**config.mk**
```make
export PLATFORM = sky130hd
export DESIGN_NAME = div_unit
export DESIGN_NICKNAME = d
export VERILOG_FILES = /design/src/rtl/div_pkg.sv /design/src/rtl/div_cell.sv /design/src/rtl/div_array.sv /design/src/rtl/div_operand_stage.sv /design/src/rtl/div_ctrl.sv /design/src/rtl/div_result_stage.sv /design/src/rtl/div_unit.sv
export SDC_FILE = /design/constraint.sdc
export NUM_CORES = 1
export LEC_CHECK = 0
export BUFFER_PORTS_ARGS = -buffer_cell sky130_fd_sc_hd__buf_2
export CORE_UTILIZATION = 65
export CTS_BUF_LIST = sky130_fd_sc_hd__clkbuf_8
export CTS_CLUSTER_DIAMETER = 150
export DETAILED_ROUTE_END_ITERATION = 7
export GPL_ROUTABILITY_DRIVEN = 0
export PLACE_DENSITY = 0.94
export SKIP_CTS_REPAIR_TIMING = 1
export SYNTH_ARGS = -nofsm -noshare
export SYNTH_HDL_FRONTEND = slang
export SYNTH_HIERARCHICAL = 1
export SYNTH_SLANG_ARGS = --single-unit
```
**constraint.sdc**
```tcl
create_clock -name clk -period 47.1 [get_ports clk]
set_input_delay 11.775 -clock clk [delete_from_list [all_inputs] [get_ports clk]]
set_output_delay 11.775 -clock clk [all_outputs]
set_load 0.005 [all_outputs]
```
**src/rtl/div_pkg.sv**
```systemverilog
`default_nettype none

package div_pkg;

  typedef logic [15:0] dividend_t;
  typedef logic [7:0]  divisor_t;
  typedef logic [7:0]  quotient_t;
  typedef logic [7:0]  remainder_t;

  // Result classification, carried with every response.
  typedef enum logic [1:0] {
    DIV_OK       = 2'd0,
    DIV_ZERO     = 2'd1,
    DIV_OVERFLOW = 2'd2  // Quotient would need more than 8 bits.
  } div_status_e;

  typedef struct packed {
    dividend_t dividend;
    divisor_t  divisor;
  } div_req_t;

  typedef struct packed {
    quotient_t   quotient;
    remainder_t  remainder;
    div_status_e status;
  } div_rsp_t;

endpackage

`default_nettype wire

```
**src/rtl/div_cell.sv**
```systemverilog
`default_nettype none
`timescale 1ns/1ns

module div_cell #(
  parameter bit APPROX = 1'b0
) (
  input  logic x,
  input  logic y,
  input  logic bin,
  input  logic qs,
  output logic r_sub,
  output logic bout
);

  logic diff;

  assign bout = (~x & y) | (~(x ^ y) & bin); // Full-subtractor borrow in both variants.

  if (APPROX) begin : g_approx
    // Difference is forced high except for 000 and 110, so 011 and 101 come out wrong.
    assign diff = ~((~x & ~y & ~bin) | (x & y & ~bin));
  end else begin : g_exact
    assign diff = x ^ y ^ bin;
  end

  assign r_sub = qs ? diff : x; // Restore the minuend when the row does not subtract.

endmodule

`default_nettype wire

```
**src/rtl/div_array.sv**
```systemverilog
`default_nettype none
`timescale 1ns/1ns

module div_array #(
  parameter int APPROX_DEPTH = 4
) (
  input  div_pkg::dividend_t  dividend,
  input  div_pkg::divisor_t   divisor,
  output div_pkg::quotient_t  quotient,
  output div_pkg::remainder_t remainder
);

  logic [7:0] x_row   [8]; // Minuend bits entering each row.
  logic [7:0] bin_row [8];
  logic [7:0] r_row   [8];
  logic [7:0] b_row   [8];
  logic [7:0] top_bit;

  for (genvar i = 0; i < 8; i++) begin : g_row
    // The top row reads the dividend directly, lower rows shift in one new dividend bit
    // below the partial remainder of the row above.
    if (i == 7) begin : g_top
      assign x_row[i]   = dividend[14:7];
      assign top_bit[i] = dividend[15];
    end else begin : g_lower
      assign x_row[i]   = {r_row[i+1][6:0], dividend[i]};
      assign top_bit[i] = r_row[i+1][7];
    end

    assign bin_row[i] = {b_row[i][6:0], 1'b0};

    for (genvar j = 0; j < 8; j++) begin : g_col
      div_cell #(
        .APPROX (i + j < APPROX_DEPTH)
      ) u_cell (
        .x     (x_row[i][j]),
        .y     (divisor[j]),
        .bin   (bin_row[i][j]),
        .qs    (quotient[i]),
        .r_sub (r_row[i][j]),
        .bout  (b_row[i][j])
      );
    end

    // The row subtracts when the bit shifted out is set or no borrow is left.
    assign quotient[i] = top_bit[i] | ~b_row[i][7];
  end

  assign remainder = r_row[0];

endmodule

`default_nettype wire

```
**src/rtl/div_operand_stage.sv**
```systemverilog
`default_nettype none
`timescale 1ns/1ns

module div_operand_stage (
  input  logic                clk,
  input  logic                rst_n,
  input  logic                load_op,
  input  div_pkg::div_req_t   req,
  output div_pkg::div_req_t   req_q,
  output div_pkg::div_status_e status_q
);

  div_pkg::div_status_e status_d;
  div_pkg::divisor_t    upper_byte;

  assign upper_byte = req.dividend[15:8];

  always_comb begin
    if (req.divisor == '0) begin
      status_d = div_pkg::DIV_ZERO;
    end else if (upper_byte >= req.divisor) begin
      // A quotient of 256 or more cannot be returned in 8 bits.
      status_d = div_pkg::DIV_OVERFLOW;
    end else begin
      status_d = div_pkg::DIV_OK;
    end
  end

  always_ff @(posedge clk) begin
    if (load_op) begin
      req_q <= req;
    end
  end

  always_ff @(posedge clk) begin
    if (!rst_n) begin
      status_q <= div_pkg::DIV_OK;
    end else if (load_op) begin
      status_q <= status_d;
    end
  end

endmodule

`default_nettype wire

```
**src/rtl/div_ctrl.sv**
```systemverilog
`default_nettype none
`timescale 1ns/1ns

module div_ctrl (
  input  logic clk,
  input  logic rst_n,
  input  logic in_valid,
  input  logic out_ready,
  output logic in_ready,
  output logic out_valid,
  output logic load_op,
  output logic load_res
);

  logic full1;
  logic full2;

  // Stage 1 moves on when stage 2 is free or hands its result off in this cycle.
  assign load_res  = full1 & (~full2 | out_ready);
  assign in_ready  = ~full1 | load_res;
  assign load_op   = in_valid & in_ready;
  assign out_valid = full2;

  always_ff @(posedge clk) begin
    if (!rst_n) begin
      full1 <= 1'b0;
      full2 <= 1'b0;
    end else begin
      full1 <= load_op | (full1 & ~load_res);
      full2 <= load_res | (full2 & ~out_ready); // Holds under a stall.
    end
  end

endmodule

`default_nettype wire

```
**src/rtl/div_result_stage.sv**
```systemverilog
`default_nettype none
`timescale 1ns/1ns

module div_result_stage (
  input  logic                 clk,
  input  logic                 rst_n,
  input  logic                 load_res,
  input  div_pkg::quotient_t   quotient,
  input  div_pkg::remainder_t  remainder,
  input  div_pkg::div_status_e status,
  output div_pkg::div_rsp_t    rsp
);

  div_pkg::quotient_t   quotient_d;
  div_pkg::remainder_t  remainder_d;
  div_pkg::quotient_t   quotient_q;
  div_pkg::remainder_t  remainder_q;
  div_pkg::div_status_e status_q;

  // Error cases replace the array output with fixed saturation values.
  always_comb begin
    case (status)
      div_pkg::DIV_ZERO: begin
        quotient_d  = 8'hFF;
        remainder_d = 8'h00;
      end
      div_pkg::DIV_OVERFLOW: begin
        quotient_d  = 8'hFF;
        remainder_d = 8'hFF;
      end
      default: begin
        quotient_d  = quotient;
        remainder_d = remainder;
      end
    endcase
  end

  always_ff @(posedge clk) begin
    if (load_res) begin
      quotient_q  <= quotient_d;
      remainder_q <= remainder_d;
    end
  end

  always_ff @(posedge clk) begin
    if (!rst_n) begin
      status_q <= div_pkg::DIV_OK;
    end else if (load_res) begin
      status_q <= status;
    end
  end

  assign rsp = '{quotient: quotient_q, remainder: remainder_q, status: status_q};

endmodule

`default_nettype wire

```
**src/rtl/div_unit.sv**
```systemverilog
`default_nettype none
`timescale 1ns/1ns

module div_unit #(
  parameter int APPROX_DEPTH = 4
) (
  input  logic              clk,
  input  logic              rst_n,
  input  logic              in_valid,
  input  logic              out_ready,
  input  div_pkg::div_req_t req,
  output logic              in_ready,
  output logic              out_valid,
  output div_pkg::div_rsp_t rsp
);

  logic                 load_op;
  logic                 load_res;
  div_pkg::div_req_t    req_q;
  div_pkg::div_status_e status_q;
  div_pkg::quotient_t   raw_quotient;
  div_pkg::remainder_t  raw_remainder;

  div_ctrl u_ctrl (
    .clk       (clk),
    .rst_n     (rst_n),
    .in_valid  (in_valid),
    .out_ready (out_ready),
    .in_ready  (in_ready),
    .out_valid (out_valid),
    .load_op   (load_op),
    .load_res  (load_res)
  );

  div_operand_stage u_operand_stage (
    .clk      (clk),
    .rst_n    (rst_n),
    .load_op  (load_op),
    .req      (req),
    .req_q    (req_q),
    .status_q (status_q)
  );

  // The array settles between the two registers.
  div_array #(
    .APPROX_DEPTH (APPROX_DEPTH)
  ) u_array (
    .dividend  (req_q.dividend),
    .divisor   (req_q.divisor),
    .quotient  (raw_quotient),
    .remainder (raw_remainder)
  );

  div_result_stage u_result_stage (
    .clk       (clk),
    .rst_n     (rst_n),
    .load_res  (load_res),
    .quotient  (raw_quotient),
    .remainder (raw_remainder),
    .status    (status_q),
    .rsp       (rsp)
  );

endmodule

`default_nettype wire

```
; ---- Word level (Yosys, flattened, before mapping)
; Index checks and enable logic that the tools add are counted.
[word_totals]
register_bits = 46
latchBits = 0
mem_bits_rw = 0
mem_bits_ro = 0
in_bits = 28
output_inout_bits = 20
mem_count = 0
[classes]
addsub = 0
mul = 0
n_div = 0
n_lt_le_gt_ge = 1
eq_ne = 2
shifts = 0
n_mux = 67
bitwise_logic = 496
n_reduce_logical = 2
[op_table]
columns = operator, count
row1 = $and A1 B1 Y1, 156
row2 = $not A1 Y1, 152
row3 = $xor A1 B1 Y1, 110
row4 = $or A1 B1 Y1, 78
row5 = $mux W1, 64
row6 = $pmux W8 S2, 1
row7 = $ge A8 B8 Y1, 1
row8 = $logic_not A8 Y1, 1
row9 = $mux W2, 2
row10 = $eq A2 B1 Y1 const B, 1
row11 = $eq A2 B2 Y1 const B, 1
row12 = $reduce_or A2 Y1, 1

; ---- Depth between registers and ports, before layout
; Gate-level depths: netlist (run 1).
[logic_depth]
word_depth = 153
ltp_mapped = 128
ltp_nobuf = 127

; ---- Hierarchy
; Netlist (run 1), hierarchy kept.
[by_module_without_submodules]
columns = mod, n_inst, cells_each, area_per_inst_um2, seq_area_each_um2
row1 = div_operand_stage, 1, 60, 997.2, 760.7
row2 = div_cell (u_array.g_row[0].g_col[0].u_cell ...), 10, 10, 78.8, 0.0
row3 = div_cell (u_array.g_row[0].g_col[4].u_cell ...), 17, 5, 46.3, 0.0
row4 = div_result_stage, 1, 51, 706.9, 520.5
row5 = div_cell (u_array.g_row[3].g_col[3].u_cell ...), 19, 3, 33.8, 0.0
row6 = div_cell (u_array.g_row[5].g_col[4].u_cell ...), 18, 4, 32.5, 0.0
row7 = div_array, 1, 17, 113.9, 0.0
row8 = div_ctrl, 1, 9, 103.8, 40.0

; ---- Worst setup path before layout (run 1)
; Ideal clock, no wire load.
[synth_path]
path_type = register to register
start = reg u_operand_stage/req_q[0] (netlist name)
end = reg u_result_stage.remainder_q[4] (data pin)
arrival_time_ns = 27.245
setup_slack_ns = 19.601
stages_incl_launch_ff = 125
period_less_slack_ns = 27.499
cell_sequence = edfxtp_1 > fa_1 > fa_1 > fa_1 > fa_1 > fa_1 > fa_1 > fa_1 > fa_1 > nand2b_1 > nor2_1 > a21oi_1 > inv_1 > fa_1 > fa_1 > fa_1 > fa_1 > fa_1 > (+89 left out) > a21o_1 > inv_1 > fa_1 > inv_1 > inv_1 > fa_1 > inv_1 > inv_1 > fa_1 > inv_1 > inv_1 > fa_1 > inv_1 > nand2b_1 > mux2_4 > buf_4 > nand2_1 > nand2_1
[synth_rtl]
columns = item, line_no
row1 = "end signal, assigned", div_result_stage.sv:41  ; remainder_q <= remainder_d;
row2 = "end, declared", div_result_stage.sv:17  ; div_pkg::remainder_t remainder_q;

==> impl.org, run 1 <==
** Worst setup path
- In this design, the stage delay of the slowest critical-path cell is 0.71 ns.
- The worst setup path is of the flop to flop kind.
- In this run the critical register-to-register path is launched from u_operand_stage/req_q[0].
- Setup slack, reg-to-reg :: 16.66 ns
- Data required, critical path :: 47.16 ns
- Crit path arrival time :: 30.50 ns
- Buffering stage count on the worst path with inverters included :: 42
- STA classifies the critical path endpoint as a flop.
- CP most frequent cell :: sky130_fd_sc_hd__fa_1
- Critical Path Start :: u_operand_stage/req_q[0]
- Along the worst path, the maximum fanout reaches 17.
- Cell family with most CP delay :: adder cells
- Type of element launching the critical path :: flop
- Worst path slowest cell :: sky130_fd_sc_hd__edfxtp_1

** Logic synthesis
- Cells after Synth :: 451
- Top FF cell, synth :: sky130_fd_sc_hd__edfxtp_1
- Number of storage elements in the synthesis netlist :: 46
- Distinct cell type count of the synthesized netlist :: 29
- Mean instance size in the synthesized netlist :: 10.5 um2
- Ranking of synthesized cells by instance count :: 130 x sky130_fd_sc_hd__inv_1, 54 x sky130_fd_sc_hd__fa_1, 40 x sky130_fd_sc_hd__edfxtp_1
- The largest total area in the synthesized netlist belongs to sky130_fd_sc_hd__edfxtp_1.
- The share of synthesized area in the top cell type comes to 0.254.
- Dominant cells by area after synthesis :: sky130_fd_sc_hd__edfxtp_1 25%, sky130_fd_sc_hd__fa_1 23%, sky130_fd_sc_hd__ha_1 10%
- Mapped Area :: 0.00472 mm2
- Ys Warns :: 6
- Async S/R FF share, synth :: 0
- The synthesized design contains 40 enable-type register cells.
- Sequential share of the synthesized area :: 0.280
- Most frequently used cell type in the post-synthesis netlist :: sky130_fd_sc_hd__inv_1

** Cells and area
- Relative to the synthesized area, the layout overhead comes to 9.59%.
- Filler Cells Inserted :: 457
- Final Net Count :: 629
- Share of layout cells above drive strength 1 :: 0.171
- The repair_antennas step left the layout with diodes totalling 0.

** STA
- Setup-violating endpoint count in the final report :: 0
- The worst path in the final design needs a cycle of 30.44 ns, including I/O delays and setup.
- Across all hold checks on the routed design, the worst slack comes to 0.530 ns.
- Timing would allow up to 32.8 MHz.
- The final count of pins violating max slew came to 0.
- Worst max-slew margin expressed relative to the limit :: 0.521
- The final hold violation count was 0.
- Final-layout setup total negative slack :: 0 ns
- Worst Max-Slew Pin Slew :: 0.718 ns
- Worst clock skew :: 0.00712 ns
- In the finished design, the share of the clock period the worst path needs comes to 0.646.
- Unrepaired setup endpoints after global routing :: false

** Routing
- For this run, design rule violations remaining after detail routing come to 0.
- For this block, the initial DRC count from the detailed router was 149.
- In the routed layout, each cell is associated on average with a via count of 5.33.
- Routed wire per std cell :: 15.1 um
- Final WL :: 9.13 mm
- Summing over every cut layer, the via total after detailed routing is 3222.
- Number of nets with antenna violations after routing :: 0
- Number of iterations in the first detailed-routing pass :: 5

** Floorplanning
- Effective utilization at floorplan :: 0.684
- I/O pin cnt :: 48
- Die Height :: 87.3 um
- Std cell rows :: 30
- The die covers 0.00761 mm2.
- Measured along the x axis, the die boundary spans 87.3 um.
- Floorplan Core Area :: 0.00691 mm2

** GRT
- The number of global-route vias before repair is 3627.
- First-pass GRT wire length :: 15.8 mm
- Across every metal layer, demand over resource in global routing totals 0.278.
- Initial antenna violation count :: 0
- Global routing finished with a remaining overflow of 0.
- Pin count of the biggest net entering global routing :: 19

** CTS
- CTS buffer count :: 5
- CTS HTree Levels :: 2
- CTS sink cnt :: 46
- The clock reaches the later pin of the worst-skew pair after 0.31 ns.
- Clock-pin slew was measured on the worst setup and hold paths at 0.09 ns.
- TritonCTS built the clock tree.
- CTS placed an instance of sky130_fd_sc_hd__clkbuf_8 at the clock tree root.
- In this run the deepest clock path goes through 2 buffers.

** Worst hold path
- The worst hold path begins at u_result_stage/status_q[1].
- Hold/Removal Path Class :: flop to flop

** Job
- Max-cap violations in this run came to 0.

** Placement
- Port buffering added 47 buffers.
- Once detailed placement completed, the half-perimeter wirelength came to 7.16 mm.

** Run status
- The run finished with clean final reports.
==> stage by stage <==
| step | util | instances | worst slack [ns] | cell area (um2) |
|---|---|---|---|---|
| after floorplan | - | 462 | 19.60 | 4770 |
| after global placement | 0.733 | 597 | 18.03 | 5060 |
| after detailed placement | 0.733 | 597 | 16.95 | 5060 |
| after CTS | 0.750 | 605 | 16.72 | 5180 |
| after global routing | 0.750 | 605 | 14.89 | 5180 |
| final | 0.750 | 605 | 16.66 | 5180 |
==> layer usage <==
layer / GRT usage / part of all wire / vias up
met4: 0.145 / 0.043 / 0
met2: 0.543 / 0.55 / 113
met3: 0.0417 / 0.035 / 36
met1: 0.283 / 0.37 / 1583
li1: - / - / 1490
met5: 0 / 0 / -
==> flip-flops by register name, indices dropped and copies added (netlist names) <==
signal and flops:
u_ctrl/full1 1, u_ctrl/out_valid 1, u_operand_stage/req_q 24, u_operand_stage/status_q 2, u_result_stage/quotient_q 8, u_result_stage/remainder_q 8, u_result_stage/status_q 2
==> final timing paths <==
kind,cells past startpoint,end
setup / recovery,123,u_result_stage/remainder_q[6]
hold / removal,2,u_result_stage/status_q[1]
hold reg to reg,2,u_result_stage/status_q[1]
setup reg to reg,123,u_result_stage/remainder_q[6]
==> cell usage in the layout, fill, tap and decap left out, types with 2 or more instances in the layout <==
cell type                  synthesis  routed
sky130_fd_sc_hd__a21o_1           11      11
sky130_fd_sc_hd__mux2i_1          21      21
sky130_fd_sc_hd__o21ba_1          10      10
sky130_fd_sc_hd__inv_1           130     130
sky130_fd_sc_hd__a21oi_2          10      11
sky130_fd_sc_hd__nor2_1           29      29
sky130_fd_sc_hd__edfxtp_1         40      40
sky130_fd_sc_hd__mux2_4           17      17
sky130_fd_sc_hd__clkbuf_8          0       5
sky130_fd_sc_hd__buf_2             0      47
sky130_fd_sc_hd__a21oi_1          20      19
sky130_fd_sc_hd__o21ai_0           3       3
sky130_fd_sc_hd__buf_4            10       2
sky130_fd_sc_hd__conb_1            1      12
sky130_fd_sc_hd__or2b_1            5       5
sky130_fd_sc_hd__dfxtp_1           6       6
sky130_fd_sc_hd__nor4_1            3       3
sky130_fd_sc_hd__o21a_1            2       2
sky130_fd_sc_hd__ha_1             39      39
sky130_fd_sc_hd__nor2b_1           4       4
sky130_fd_sc_hd__nand2b_1         12      12
sky130_fd_sc_hd__fa_1             54      54
sky130_fd_sc_hd__nand2_1          16      16
==> worst min-delay path, cell delays in order (launching register included) <==
cell	delay, ns
sky130_fd_sc_hd__dfxtp_1	0.34
sky130_fd_sc_hd__mux2i_1	0.07
sky130_fd_sc_hd__nor2b_1	0.10
==> final cells by class <==
| cell class | count | area, um2 | share of cell area |
|---|---|---|---|
| Tap cell | 96 | 120 | 0.0232 |
| Clock inverter | 3 | 43.8 | 0.00846 |
| Sequential cell | 46 | 1320 | 0.255 |
| Clock buffer | 5 | 68.8 | 0.0133 |
| Multi-Input combinational cell | 276 | 2890 | 0.557 |
| Inverter | 130 | 488 | 0.0942 |
| Timing Repair Buffer | 49 | 250 | 0.0483 |
==> kinds of logic (layout without fill, tap and decap cells) <==
| kind of cell | count (synthesis) | count (layout) | share of synthesized area |
|---|---|---|---|
| buffers and inverters | 140 | 187 | 0.119 |
| adder cells (fa/ha/maj) | 93 | 93 | 0.332 |
| AND/OR/NAND/NOR | 72 | 72 | 0.0771 |
| AO/OA/AOI/OAI | 61 | 61 | 0.0927 |
| flip-flops | 46 | 46 | 0.280 |
| multiplexers | 38 | 38 | 0.0985 |
| other | 1 | 12 | 0.000794 |
Power of run 1 is not shown: default switching activity piles up to over one toggle a cycle in this logic, so the estimate is an artifact.
==> run 2, diff against run 1 <==
--- a/config.mk
+++ b/config.mk
@@ -6,12 +6,12 @@
 export NUM_CORES = 1
 export LEC_CHECK = 0
 export BUFFER_PORTS_ARGS = -buffer_cell sky130_fd_sc_hd__buf_2
-export CORE_UTILIZATION = 65
+export CORE_UTILIZATION = 56
 export CTS_BUF_LIST = sky130_fd_sc_hd__clkbuf_8
 export CTS_CLUSTER_DIAMETER = 150
 export DETAILED_ROUTE_END_ITERATION = 7
 export GPL_ROUTABILITY_DRIVEN = 0
-export PLACE_DENSITY = 0.94
+export PLACE_DENSITY = 0.86
 export SKIP_CTS_REPAIR_TIMING = 1
 export SYNTH_ARGS = -nofsm -noshare
 export SYNTH_HDL_FRONTEND = slang
==> constraint.sdc (replaced) <==
create_clock -name clk -period 26 [get_ports clk]
set_input_delay 6.5 -clock clk [delete_from_list [all_inputs] [get_ports clk]]
set_output_delay 6.5 -clock clk [all_outputs]
set_load 0.005 [all_outputs]
==> run 2 against run 1 <==
Critical path depth unchanged. Cell count increased by 5.1%. First-iteration DRC count decreased by 17%. Global-route usage decreased by 4.3 points. Fmax increased by 21%. Clock skew about the same. Via count increased by 0.96%. Final area increased by 7.8%. Register-to-register slack got worse by 16 ns. Worst hold slack got worse by 0.0025 ns. Core utilization decreased by 6.7 points.
==> impl.org, run 2 (synthesis gave the netlist of run 1 again) <==
** Job
- Count of maximum capacitance violations :: 0 (unchanged)

** Cells and area
- More flip-flops sit in one register than any other, and that register is u_operand_stage/req_q.
- Leading cell type in the layout, fill and taps excluded :: sky130_fd_sc_hd__inv_1
- Most frequent cells in the layout :: 124 x sky130_fd_sc_hd__inv_1, 47 x sky130_fd_sc_hd__buf_2, 42 x sky130_fd_sc_hd__fa_2
- Share of layout cells above drive strength 1 :: 0.322 (+0.151)
- The total number of nets in the final design came to 651 (+3.5%).
- Area added between synthesis and finish :: 18.1%
- Area of combinational cells with multiple inputs :: 0.00311 mm2 (+7.8%)
- Antenna diodes :: 0 (unchanged)
- The flip-flop count of the largest register, all copies and words added came to 24 (unchanged).
- The filler cell count was 573 (+25%).
- The sequential cell area in the final layout came to 0.00132 mm2 (unchanged).
- The largest registers in the layout are u_operand_stage/req_q: 24 flops, u_result_stage/quotient_q: 8 flops, u_result_stage/remainder_q: 8 flops.

** GRT
- The global-route wire length before repair is 15.7 mm (-0.61%).
- Most heavily used metal layer in global routing :: met2
- Routing usage on met3 :: 0.0307 (-0.0110)
- Tot GR Track Use :: 0.235 (-0.0430)
- Met1 Track Usage GR :: 0.253 (-0.0297)
- Pin count of the biggest net entering global routing :: 28 (+9)
- Initial antenna violation count :: 0 (unchanged)
- Via count of the first global-routing pass :: 3499 (-3.5%)
- The overflow left after global routing came to 0 (unchanged).
- Met2 capacity usage during global routing :: 0.457 (-0.0858)

** Routing
- Final WL :: 10.0 mm (+10%)
- The iteration-0 DRC count of the detailed router is 124 (-17%).
- Number of nets with antenna violations after routing :: 0 (unchanged)
- Detailed-route via count :: 3253 (+0.96%)
- Via count normalized by instance count :: 5.11 (-4.0%)
- Number of iterations in the first detailed-routing pass :: 4 (-1)
- Routed wire per std cell :: 15.8 um (+4.6%)
- The post-detailed-route DRC marker count was 0 (unchanged).

** Worst setup path
- The data arrival at the endpoint of the critical path is 25.15 ns (-5.35 ns).
- The worst register-to-register path begins at u_operand_stage/req_q[0].
- Buffering stage count on the worst path with inverters included :: 43 (+2.4%)
- Critical Setup Path Class :: flop to flop
- The maximum fanout along the worst path is 7 (-10).
- Type of element launching the critical path :: flop
- The cell that appears most often on the critical path is sky130_fd_sc_hd__fa_2.
- Crit path largest cell delay :: 0.46 ns (-0.25 ns)
- Worst path slowest cell :: sky130_fd_sc_hd__edfxtp_1
- Critical Path Start :: u_operand_stage/req_q[0]
- The required time at the worst-slack endpoint is 26.05 ns (-21.11 ns).
- Critical path endpoint category :: flop
- Cell family with most CP delay :: adder cells

** CTS
- CTS sink cnt :: 46 (unchanged)
- CTS HTree Levels :: 2 (unchanged)
- The number of clock buffers inserted by TritonCTS was 5 (unchanged).
- Clock edge transition at the registers on the reported setup and hold paths :: 0.10 ns (about the same)
- Worst-Skew Late Latency :: 0.30 ns (about the same)
- CTS placed an instance of sky130_fd_sc_hd__clkbuf_8 at the clock tree root.
- TritonCTS built the clock tree.
- The number of buffers on the longest clock path came to 2 (unchanged).

** Floorplanning
- Die Span X :: 93.9 um (+7.6%)
- The vertical die dimension was 93.9 um (+7.6%).
- Floorplan Core Area :: 0.00818 mm2 (+18%)
- The number of top-level pins came to 48 (unchanged).
- Floorplan die area :: 0.00881 mm2 (+16%)
- The site row count is 33 (+10%).
- The effective utilization at floorplan was 0.578 (-0.106).

** STA
- Total count of hold-check failures in the final report :: 0 (unchanged)
- The transition time at the pin with the least slew margin was 0.592 ns (-0.127 ns).
- Final critical-path required period :: 25.10 ns (-5.34 ns)
- The final number of setup-violating endpoints came to 0 (unchanged).
- The largest clock skew in the final design was 0.00734 ns (+0.000218 ns).
- The ratio of final minimum period to clock period was 0.965 (+0.319).
- Final-layout setup total negative slack :: 0 ns (unchanged)
- The relative slew slack is 0.606 (+0.0844).
- The achievable clock frequency is 39.8 MHz (+21%).
- The final count of pins violating max slew came to 0 (unchanged).

** Run status
- Status :: completed

** Placement
- Detailed placement HPWL :: 7.53 mm (+5.3%)
- Count of buffers from port buffering :: 47 (unchanged)

** Worst hold path
- The min-delay analysis places its worst path in the category flop to flop.
- Worst Min Path Start :: u_result_stage/status_q[0]
run 2: changes by cell type in the layout (fill, tap and decap cells not counted), moves of 6 or more:
| cell | previous run | this run |
|---|---|---|
| sky130_fd_sc_hd__nand2b_1 | 12 | 4 |
| sky130_fd_sc_hd__inv_1 | 130 | 124 |
| sky130_fd_sc_hd__inv_2 | 0 | 6 |
| sky130_fd_sc_hd__fa_2 | 0 | 42 |
| sky130_fd_sc_hd__nand2b_4 | 0 | 8 |
| sky130_fd_sc_hd__fa_1 | 54 | 12 |
| sky130_fd_sc_hd__buf_4 | 2 | 22 |
run 2: worst paths after layout:
path / to / slack (ns) / cells past startpoint
max: u_result_stage/remainder_q[4] / 0.90 / 123
min: u_result_stage/status_q[0] / 0.53 / 2
max reg2reg: u_result_stage/remainder_q[4] / 0.90 / 123
min reg2reg: u_result_stage/status_q[0] / 0.53 / 2
run 2: layout make-up:
cell class,count,area share
clock buffer,5,0.0123
tap,105,0.0235
multi-input combinational,276,0.557
timing repair buffer,71,0.0789
sequential,46,0.237
inverter,130,0.0874
clock inverter,3,0.00381
run 2: worst reg2reg max path, delay by kind of cell, from the launching register on:
family / cells / cell delay [ns]
AO/OA/AOI/OAI: 9 / 1.14
adder cells (fa/ha/maj): 54 / 18.55
buffers and inverters: 43 / 2.64
flip-flops: 1 / 0.46
multiplexers: 3 / 0.78
AND/OR/NAND/NOR: 14 / 1.25
run 2: layer usage:
layer / vias to the layer above / wire (um)
li1: 1528 / -
met1: 1606 / 3670
met2: 94 / 5690
met3: 25 / 387
met4: 0 / 301
met5: - / 0
run 2: through the flow:
step | util | worst slack (ns) | instance area (um2) | hold WS, ns | cells
final | 0.683 | 0.900 | 5580 | 0.528 | 636
after global routing | 0.683 | -0.126 | 5580 | 0.550 | 636
after CTS | 0.653 | -0.816 | 5340 | 0.532 | 628
after detailed placement | 0.642 | -0.776 | 5250 | 0.510 | 620
after global placement | 0.642 | 0.0292 | 5250 | 0.502 | 620
after floorplan | - | 0.248 | 4830 | 0.485 | 462
Power of run 2 is left out for the same reason.
